==> src/verilog/timing_pkg.sv <==
`default_nettype none

// shared widths and types for the symbol timing stage
package timing_pkg;

  // ----------------------------------------
  // widths with a fixed meaning
  // ----------------------------------------
  localparam int SAMPLE_W  = 16;  // raw adc sample
  localparam int SYM_W     = 18;  // interpolated symbol, 2 extra frac bits
  localparam int MU_W      = 8;   // fractional delay, units of 1/256 sample
  localparam int MU_GAIN_W = 12;  // mu gain, Q4.8

  // ----------------------------------------
  // types
  // ----------------------------------------

  // signed raw sample, one rail
  typedef logic signed [SAMPLE_W-1:0] sample_t;

  // signed symbol value, sample scaled by 4
  typedef logic signed [SYM_W-1:0] sym_t;

  // 0..255 means 0..255/256 of a raw period
  typedef logic [MU_W-1:0] mu_t;

  // unsigned Q4.8, 256 is unity
  typedef logic [MU_GAIN_W-1:0] mu_gain_t;

endpackage

`default_nettype wire

==> src/verilog/symbol_nco.sv <==
`timescale 1ns/1ps
`default_nettype none

// phase accumulator timing generator
// marks the raw sample that carries a symbol instant and derives mu
module symbol_nco #(
  parameter int PHASE_W = 16  // accumulator width, at least MU_W
) (
  input  wire                        clk,
  input  wire                        reset_i,
  input  wire                        raw_valid_i,
  input  wire                        raw_ready_i,  // credit from joiner
  input  timing_pkg::sample_t        raw_i_i,
  input  timing_pkg::sample_t        raw_q_i,
  input  wire          [PHASE_W-1:0] step_i,       // phase advance per sample
  input  timing_pkg::mu_gain_t       mu_gain_i,
  output logic                       smp_valid_o,
  output timing_pkg::sample_t        smp_i_o,
  output timing_pkg::sample_t        smp_q_o,
  output logic                       sym_strobe_o,
  output timing_pkg::mu_t            mu_o
);

  localparam int MU_W   = timing_pkg::MU_W;
  localparam int PROD_W = timing_pkg::MU_W + timing_pkg::MU_GAIN_W;  // 20

  logic               accept;
  logic [PHASE_W:0]   phase_sum;   // one extra bit catches the wrap
  logic               wrap;
  logic [MU_W-1:0]    resid_top;   // top bits of residual phase
  logic [PROD_W-1:0]  mu_prod;     // residual * gain, Q.16
  timing_pkg::mu_t    mu_sat;
  logic [PHASE_W-1:0] acc_q;

  assign accept = raw_valid_i & raw_ready_i;

  // ----------------------------------------
  // phase step and wrap detect
  // ----------------------------------------
  assign phase_sum = {1'b0, acc_q} + {1'b0, step_i};
  assign wrap      = phase_sum[PHASE_W];             // carry out = symbol instant
  assign resid_top = phase_sum[PHASE_W-1 -: MU_W];   // residual after the wrap

  // mu = (resid_top * gain) >> 8, clipped to 255
  assign mu_prod = resid_top * mu_gain_i;
  assign mu_sat  = (|mu_prod[PROD_W-1:2*MU_W]) ? '1   // gain > 1.0 overshoot
                                               : mu_prod[2*MU_W-1:MU_W];

  // ----------------------------------------
  // control state
  // ----------------------------------------
  always_ff @(posedge clk) begin
    if (reset_i) begin
      acc_q        <= '0;
      smp_valid_o  <= 1'b0;
      sym_strobe_o <= 1'b0;
    end else begin
      if (accept) begin
        acc_q <= phase_sum[PHASE_W-1:0];  // modulo 2^PHASE_W
      end
      smp_valid_o  <= accept;
      sym_strobe_o <= accept & wrap;      // only on accepted samples
    end
  end

  // sample, strobe and mu leave on the same edge
  // so both rails share one timeline
  always_ff @(posedge clk) begin
    if (accept) begin
      smp_i_o <= raw_i_i;
      smp_q_o <= raw_q_i;
      mu_o    <= mu_sat;   // don't care unless strobe set
    end
  end

endmodule

`default_nettype wire

==> src/verilog/rail_interp.sv <==
`timescale 1ns/1ps
`default_nettype none

// one rail of the linear interpolator
// y = (newest*(256-mu) + previous*mu) >>> 6, floor rounding
// used twice, once for I and once for Q
module rail_interp (
  input  wire                 clk,
  input  wire                 reset_i,
  input  wire                 smp_valid_i,   // shift history
  input  timing_pkg::sample_t smp_i,
  input  wire                 sym_strobe_i,  // interpolate at this sample
  input  timing_pkg::mu_t     mu_i,
  output logic                rail_valid_o,
  output timing_pkg::sym_t    rail_o
);

  localparam int SAMPLE_W = timing_pkg::SAMPLE_W;
  localparam int MU_W     = timing_pkg::MU_W;
  localparam int SYM_W    = timing_pkg::SYM_W;
  localparam int WGT_W    = MU_W + 1;            // 256-mu needs 9 bits
  localparam int PROD_W   = SAMPLE_W + MU_W + 2; // product plus sign plus sum growth
  localparam int SHIFT    = MU_W - (SYM_W - SAMPLE_W);  // 8 - 2 = 6

  // ----------------------------------------
  // history
  // ----------------------------------------
  // newest = the sample being presented, previous = last one shifted in
  timing_pkg::sample_t prev_q;

  always_ff @(posedge clk) begin
    if (reset_i) begin
      prev_q <= '0;            // zero history after reset
    end else if (smp_valid_i) begin
      prev_q <= smp_i;
    end
  end

  // ----------------------------------------
  // stage 1: weighted products
  // ----------------------------------------
  logic        [WGT_W-1:0]  wgt_new;   // 256 - mu, range 1..256
  logic signed [PROD_W-1:0] prod_new;
  logic signed [PROD_W-1:0] prod_prev;
  logic signed [PROD_W-1:0] p_new_q;
  logic signed [PROD_W-1:0] p_prev_q;
  logic                     s1_valid_q;

  assign wgt_new   = {1'b1, {MU_W{1'b0}}} - {1'b0, mu_i};
  assign prod_new  = smp_i  * $signed({1'b0, wgt_new});  // weights kept positive
  assign prod_prev = prev_q * $signed({1'b0, mu_i});

  always_ff @(posedge clk) begin
    if (sym_strobe_i) begin
      p_new_q  <= prod_new;
      p_prev_q <= prod_prev;
    end
  end

  // ----------------------------------------
  // stage 2: sum and scale
  // ----------------------------------------
  logic signed [PROD_W-1:0] wsum;
  logic signed [PROD_W-1:0] wsum_sh;

  assign wsum    = p_new_q + p_prev_q;  // at most 256 * |sample|
  assign wsum_sh = wsum >>> SHIFT;      // arithmetic, rounds toward -inf

  always_ff @(posedge clk) begin
    if (s1_valid_q) begin
      rail_o <= wsum_sh[SYM_W-1:0];     // fits, 256*32768 >> 6 = 2^17
    end
  end

  // valid lanes, fixed 2 cycle latency
  always_ff @(posedge clk) begin
    if (reset_i) begin
      s1_valid_q   <= 1'b0;
      rail_valid_o <= 1'b0;
    end else begin
      s1_valid_q   <= sym_strobe_i;
      rail_valid_o <= s1_valid_q;
    end
  end

endmodule

`default_nettype wire

==> src/verilog/symbol_joiner.sv <==
`timescale 1ns/1ps
`default_nettype none

// joins the I and Q rail results into one symbol queue
// input throttled by credits so the queue can't overflow
module symbol_joiner #(
  parameter int FIFO_DEPTH = 4  // at least 2
) (
  input  wire              clk,
  input  wire              reset_i,
  input  wire              sym_strobe_i,  // symbol entering the rails
  input  wire              i_valid_i,
  input  timing_pkg::sym_t i_sym_i,
  input  wire              q_valid_i,
  input  timing_pkg::sym_t q_sym_i,
  input  wire              sym_ready_i,
  output logic             raw_ready_o,
  output logic             sym_valid_o,
  output timing_pkg::sym_t sym_i_o,
  output timing_pkg::sym_t sym_q_o
);

  localparam int PTR_W = (FIFO_DEPTH > 1) ? $clog2(FIFO_DEPTH) : 1;
  localparam int CNT_W = $clog2(FIFO_DEPTH + 1);  // holds 0..FIFO_DEPTH

  // one sample accepted after the threshold can still add a symbol
  // and another is in the generator, hence depth minus 2
  localparam logic [CNT_W-1:0] CREDIT_MAX = CNT_W'(FIFO_DEPTH - 2);

  timing_pkg::sym_t  mem_i [FIFO_DEPTH];
  timing_pkg::sym_t  mem_q [FIFO_DEPTH];
  logic [PTR_W-1:0]  wr_ptr_q;
  logic [PTR_W-1:0]  rd_ptr_q;
  logic [CNT_W-1:0]  fill_q;     // queue occupancy
  logic [CNT_W-1:0]  credit_q;   // occupancy + symbols in the rails
  logic              wr_en;
  logic              rd_en;

  assign wr_en = i_valid_i & q_valid_i;   // rails always line up
  assign rd_en = sym_valid_o & sym_ready_i;

  // ----------------------------------------
  // queue storage, no reset on payload
  // ----------------------------------------
  always_ff @(posedge clk) begin
    if (wr_en) begin
      mem_i[wr_ptr_q] <= i_sym_i;
      mem_q[wr_ptr_q] <= q_sym_i;
    end
  end

  // ----------------------------------------
  // pointers, fill and credit
  // ----------------------------------------
  always_ff @(posedge clk) begin
    if (reset_i) begin
      wr_ptr_q <= '0;
      rd_ptr_q <= '0;
      fill_q   <= '0;
      credit_q <= '0;
    end else begin
      if (wr_en) begin
        wr_ptr_q <= (wr_ptr_q == PTR_W'(FIFO_DEPTH - 1)) ? '0 : wr_ptr_q + 1'b1;
      end
      if (rd_en) begin
        rd_ptr_q <= (rd_ptr_q == PTR_W'(FIFO_DEPTH - 1)) ? '0 : rd_ptr_q + 1'b1;
      end
      case ({wr_en, rd_en})
        2'b10:   fill_q <= fill_q + 1'b1;
        2'b01:   fill_q <= fill_q - 1'b1;
        default: fill_q <= fill_q;        // both or neither
      endcase
      // credit taken at the strobe, returned when the symbol leaves
      case ({sym_strobe_i, rd_en})
        2'b10:   credit_q <= credit_q + 1'b1;
        2'b01:   credit_q <= credit_q - 1'b1;
        default: credit_q <= credit_q;
      endcase
    end
  end

  // ----------------------------------------
  // outputs
  // ----------------------------------------
  assign raw_ready_o = (credit_q <= CREDIT_MAX);
  assign sym_valid_o = (fill_q != '0);
  assign sym_i_o     = mem_i[rd_ptr_q];   // head stays put until taken
  assign sym_q_o     = mem_q[rd_ptr_q];

endmodule

`default_nettype wire

==> src/verilog/timing_recovery_top.sv <==
`timescale 1ns/1ps
`default_nettype none

// symbol timing interpolation stage
// generator -> I and Q rails -> joiner queue
module timing_recovery_top #(
  parameter int PHASE_W    = 16,  // timing accumulator width
  parameter int FIFO_DEPTH = 4    // symbol queue depth
) (
  input  wire                        clk,
  input  wire                        reset_i,
  input  wire                        raw_valid_i,
  input  timing_pkg::sample_t        raw_i_i,
  input  timing_pkg::sample_t        raw_q_i,
  input  wire          [PHASE_W-1:0] step_i,     // 2^PHASE_W / samples per symbol
  input  timing_pkg::mu_gain_t       mu_gain_i,  // Q4.8
  input  wire                        sym_ready_i,
  output logic                       raw_ready_o,
  output logic                       sym_valid_o,
  output timing_pkg::sym_t           sym_i_o,
  output timing_pkg::sym_t           sym_q_o
);

  // ----------------------------------------
  // generator to rails
  // ----------------------------------------
  logic                smp_valid;
  timing_pkg::sample_t smp_i;
  timing_pkg::sample_t smp_q;
  logic                sym_strobe;   // also feeds the joiner credits
  timing_pkg::mu_t     mu;

  // rails to joiner
  logic                rail_i_valid;
  timing_pkg::sym_t    rail_i;
  logic                rail_q_valid;
  timing_pkg::sym_t    rail_q;

  symbol_nco #(
    .PHASE_W (PHASE_W)
  ) i_symbol_nco (
    .clk          (clk),
    .reset_i      (reset_i),
    .raw_valid_i  (raw_valid_i),
    .raw_ready_i  (raw_ready_o),   // credit gate from the joiner
    .raw_i_i      (raw_i_i),
    .raw_q_i      (raw_q_i),
    .step_i       (step_i),
    .mu_gain_i    (mu_gain_i),
    .smp_valid_o  (smp_valid),
    .smp_i_o      (smp_i),
    .smp_q_o      (smp_q),
    .sym_strobe_o (sym_strobe),
    .mu_o         (mu)
  );

  // in-phase rail
  rail_interp i_rail_i (
    .clk          (clk),
    .reset_i      (reset_i),
    .smp_valid_i  (smp_valid),
    .smp_i        (smp_i),
    .sym_strobe_i (sym_strobe),
    .mu_i         (mu),
    .rail_valid_o (rail_i_valid),
    .rail_o       (rail_i)
  );

  // quadrature rail, same strobe and mu
  rail_interp i_rail_q (
    .clk          (clk),
    .reset_i      (reset_i),
    .smp_valid_i  (smp_valid),
    .smp_i        (smp_q),
    .sym_strobe_i (sym_strobe),
    .mu_i         (mu),
    .rail_valid_o (rail_q_valid),
    .rail_o       (rail_q)
  );

  symbol_joiner #(
    .FIFO_DEPTH (FIFO_DEPTH)
  ) i_symbol_joiner (
    .clk          (clk),
    .reset_i      (reset_i),
    .sym_strobe_i (sym_strobe),
    .i_valid_i    (rail_i_valid),
    .i_sym_i      (rail_i),
    .q_valid_i    (rail_q_valid),
    .q_sym_i      (rail_q),
    .sym_ready_i  (sym_ready_i),
    .raw_ready_o  (raw_ready_o),
    .sym_valid_o  (sym_valid_o),
    .sym_i_o      (sym_i_o),
    .sym_q_o      (sym_q_o)
  );

endmodule

`default_nettype wire

==> config.mk <==
export PLATFORM = sky130hd
export DESIGN_NAME = timing_recovery_top
export DESIGN_NICKNAME = d
export VERILOG_FILES = /design/src/verilog/timing_pkg.sv /design/src/verilog/symbol_nco.sv /design/src/verilog/rail_interp.sv /design/src/verilog/symbol_joiner.sv /design/src/verilog/timing_recovery_top.sv
export SDC_FILE = /design/constraint.sdc
export NUM_CORES = 2
export LEC_CHECK = 0
export BUFFER_PORTS_ARGS = -buffer_cell sky130_fd_sc_hd__buf_2
export CAP_MARGIN = 15
export CORE_MARGIN = 2
export CORE_UTILIZATION = 51
export DETAILED_ROUTE_END_ITERATION = 10
export PLACE_DENSITY = 0.67
export SETUP_SLACK_MARGIN = 0.5
export SYNTH_ARGS = -nofsm -noshare
export SYNTH_HDL_FRONTEND = slang
export SYNTH_SLANG_ARGS = --single-unit
==> constraint.sdc <==
create_clock -name clk -period 7.83 [get_ports clk]
set_input_delay 0.783 -clock clk [delete_from_list [all_inputs] [get_ports clk]]
set_output_delay 0.783 -clock clk [all_outputs]
set_load 0.005 [all_outputs]
==> impl_metrics.csv <==
group,metric,value,unit
drt,drcViolationCount,0,
synthesis,yosysSeqAreaShare,29.3,%
min_path,whs_endpoint,"i_symbol_nco.smp_q_o[2]",
layout,fillers,6154,
synthesis,yosysTopAreaCellShare,26.8,%
setup_path,reg2reg_from,"i_symbol_nco.acc_q[0]",
setup_path,critical_path_class,"register to register",
outcome,status,"finished, final reports clean",
synthesis,synthCells,3411,
min_path,hold_class,"input port to register",
drt,drtIter0Drc,1244,
layout,stdcell_area,40200,um2
placement,place_congestion,0.821,
grt,antenna_found_initial,7,
grt,grt_pass1_wl,123000,um
floorplanning,die_area,74200,um2
placement,port_buffers,101,
floorplanning,die_y,272,um
grt,grt.total_usage,20.7,%
layout,syn_to_final_growth,9.53,%
synthesis,synth.avg_cell_area,10.8,um2
power_and_ir_drop,total_power,0.0156,W
clock_network,htreeDepth,2,
grt,grt_start_max_net_pins,74,
drt,wl,74200,um
clock_network,clock_sinks,380,
floorplanning,pin_count,102,
power_and_ir_drop,ir_drop,0.000419,V
min_path,worstHoldStart,"raw_q_i[2]",
min_path,holdPathStages,1,
power_and_ir_drop,netSwitchingPower,0.00723,W
power_and_ir_drop,p_per_area,389,nW/um2
setup_path,reg2reg_to,"i_symbol_nco.mu_o[1]",
setup_path,slowest_delay,490,ps
synthesis,synth_seq_cells,380,
synthesis,synth_area_leader_cell,"fa_1",
clock_network,clockBufferDepth,3,
setup_path,slowest_stage,"fa_1",
timing,slew_viol_final,0,
setup_path,endpoint_kind,"register",
setup_path,startpoint_type,"register",
setup_path,crit_required,8150,ps
setup_path,cp_common_cell,"inv_1",
clock_network,cts-hold-fix-buffers,0,
setup_path,r2r_slack,790,ps
grt,grt_pass1_vias,23800,
power_and_ir_drop,p_comb_share,67.7,%
power_and_ir_drop,power_frac_seq,18.0,%
layout,layout.nets,4364,
floorplanning,rows,98,
power_and_ir_drop,clock_power_share,14.2,%
synthesis,synth_edf_count,316,
placement,placedInstanceArea,38400,um2
drt,dr.pass1.iters,5,
synthesis,synth_common_cells,"inv_1, fa_1, and2_1",
power_and_ir_drop,leakagePower,18.3,nW
floorplanning,coreArea,71400,um2
synthesis,syn_nets,4270,
timing,finalSetupTns,0,ps
drt,wl_per_cell,16.5,um
power_and_ir_drop,switching_share,46.2,%
clock_network,clk_pin_slew,60,ps
layout,final_util,56.4,%
timing,timing.fmax,142,MHz
grt,globalRouteOverflowTotal,0,
floorplanning,die_width,272,um
setup_path,rr_worst_depth,30,
timing,finalHoldViolations,0,
clock_network,cts-root-buf,"clkbuf_16",
job,drv_cap,0,
timing,setup_viol,0,
synthesis,synth-async-reset-ratio,0,%
layout,drive_gt1_share,8.98,%
timing,slew_headroom,27.8,%
synthesis,synth.distinct_cells,66,
clock_network,cts_tree,"done",
timing,worst_slew_pin_slew,1080,ps
synthesis,synth_warnings,0,
timing,rsz0062_at_grt,"false",
placement,dp.cells,4399,
synthesis,synthTopCellsByArea,"fa_1, edfxtp_1, ha_1",
floorplanning,initial_utilization,51.5,%
layout,instances_no_fill,4495,
clock_network,cts_buffers,46,
synthesis,synthFlopType,"edfxtp_1",
placement,place_hpwl,55900,um
power_and_ir_drop,intPower,0.00842,W
clock_network,clk_latency,620,ps
timing,fin_skew,51.4,ps
setup_path,worstPathArrival,7360,ps
synthesis,synth_area,36700,um2
timing,final.min_clock_period,7040,ps
setup_path,critPathMaxFanout,8,
drt,ant_nets,0,
timing,timing.final.crit_share,89.9,%
synthesis,synth_most_common_cell,"inv_1",
drt,vias,23200,
drt,vias_per_cell,5.15,
layout make-up:
type,instances,area (um2),share of cell area (%)
Antenna cell,3,7.51,0.0187
Clock buffer,52,1180,2.94
Clock inverter,33,410,1.02
Inverter,609,2290,5.68
Multi-Input combinational cell,2315,23500,58.3
Sequential cell,380,10800,26.8
Tap cell,950,1190,2.95
Timing Repair Buffer,153,920,2.29
per-layer routing:
layer	track usage (%)	part of all wire (%)	up-vias
met1	31.2	49	11600
li1	-	-	11100
met3	2.83	5.2	88
met2	32.0	44	441
met4	4.77	2.0	0
met5	0	0	-
logic make-up after synthesis:
family	Yosys count	synth area share, %
XOR/XNOR	152	3.62
AO/OA/AOI/OAI	293	5.35
adder cells (fa/ha/maj)	795	37.1
flip-flops	380	29.3
buffers and inverters	717	7.34
multiplexers	72	3.21
AND/OR/NAND/NOR	1002	14.0
per-stage QoR:
stage          hold WS, ps  setup slack [ps]
2_1_floorplan          436               575
3_3_place_gp           447               188
3_5_place_dp           453              6.89
4_1_cts                303               518
5_1_grt                310               451
6_report               338               794
critical path: cells and delay by family, from the launching register on:
kind	cells	cell delay, ps
AOI/OAI and AO/OA	9	2130
xor gates and xnor gates	1	160
adders and majority gates	7	2610
buffers and inverters	7	570
DFF	1	320
muxes	1	410
and+or+nand+nor	5	570
state kept, by name, summed over array words and instances, names as in the netlist, 8 cells and up, named ones only:
| name | count |
|---|---|
| i_rail_i.rail_o | 18 |
| i_rail_i.p_prev_q | 24 |
| i_rail_q.rail_o | 18 |
| i_rail_i.prev_q | 16 |
| i_symbol_nco.mu_o | 8 |
| i_symbol_joiner.mem_q | 72 |
| i_symbol_nco.smp_i_o | 16 |
| i_rail_i.p_new_q | 24 |
| i_symbol_nco.acc_q | 16 |
| i_rail_q.prev_q | 16 |
| i_rail_q.p_prev_q | 24 |
| i_rail_q.p_new_q | 24 |
| i_symbol_joiner.mem_i | 72 |
| i_symbol_nco.smp_q_o | 16 |
worst max path at each step:
stage,end,start,slack [ps],cells after the start
finish,i_symbol_nco.mu_o[1],i_symbol_nco.acc_q[0],790,30
floorplan,i_symbol_nco.mu_o[6],step_i[0],580,29
global placement,i_symbol_nco.mu_o[1],step_i[2],190,27
CTS,i_rail_i.p_new_q[20],i_symbol_nco.mu_o[0],520,24
global route,i_symbol_nco.mu_o[2],i_symbol_nco.acc_q[0],450,29
detailed placement,i_symbol_nco.mu_o[4],step_i[2],7,27
timing repair:
item	CTS	global route
gates resized for setup	0	28
setup endpoints to repair	0	15
buffers inserted	0	7
power groups by stage:
| stage | clock (W) | combinational, W | sequential [W] |
|---|---|---|---|
| global placement | 0 | 0.0101 | 0.00286 |
| global route | 0.00237 | 0.0120 | 0.00284 |
| finish | 0.00223 | 0.0106 | 0.00282 |
| CTS | 0.00229 | 0.0104 | 0.00282 |
| floorplan | 0 | 0.00760 | 0.00280 |
| detailed placement | 0 | 0.0103 | 0.00286 |
cell usage in the layout, fill, tap and decap left out, types with 7 or more instances in the layout:
cell        Yosys  layout
a21o_1         30      30
buf_4           0      49
nor3_1         47      46
nor2b_1        24      24
nand2b_1       11      11
xnor2_1       118     114
xor2_1         34      31
buf_2           0     101
dfxtp_1        64      61
or3_1           8       8
a21oi_1        92      91
clkinvlp_4      0       8
nand3_1        27      26
o21a_1         31      31
clkinv_2        0       9
mux2i_1        33      33
nor2_1        146     146
and2_1        439     439
o21ai_0        51      48
a211oi_1       13      13
bufinv_16       0       7
and3_1          8       8
edfxtp_1      316     316
mux4_2         36      36
ha_1          303     300
fa_1          492     490
nand2_1       275     273
clkbuf_16       0      46
inv_1         609     608
(Power assumes the default switching activity.)
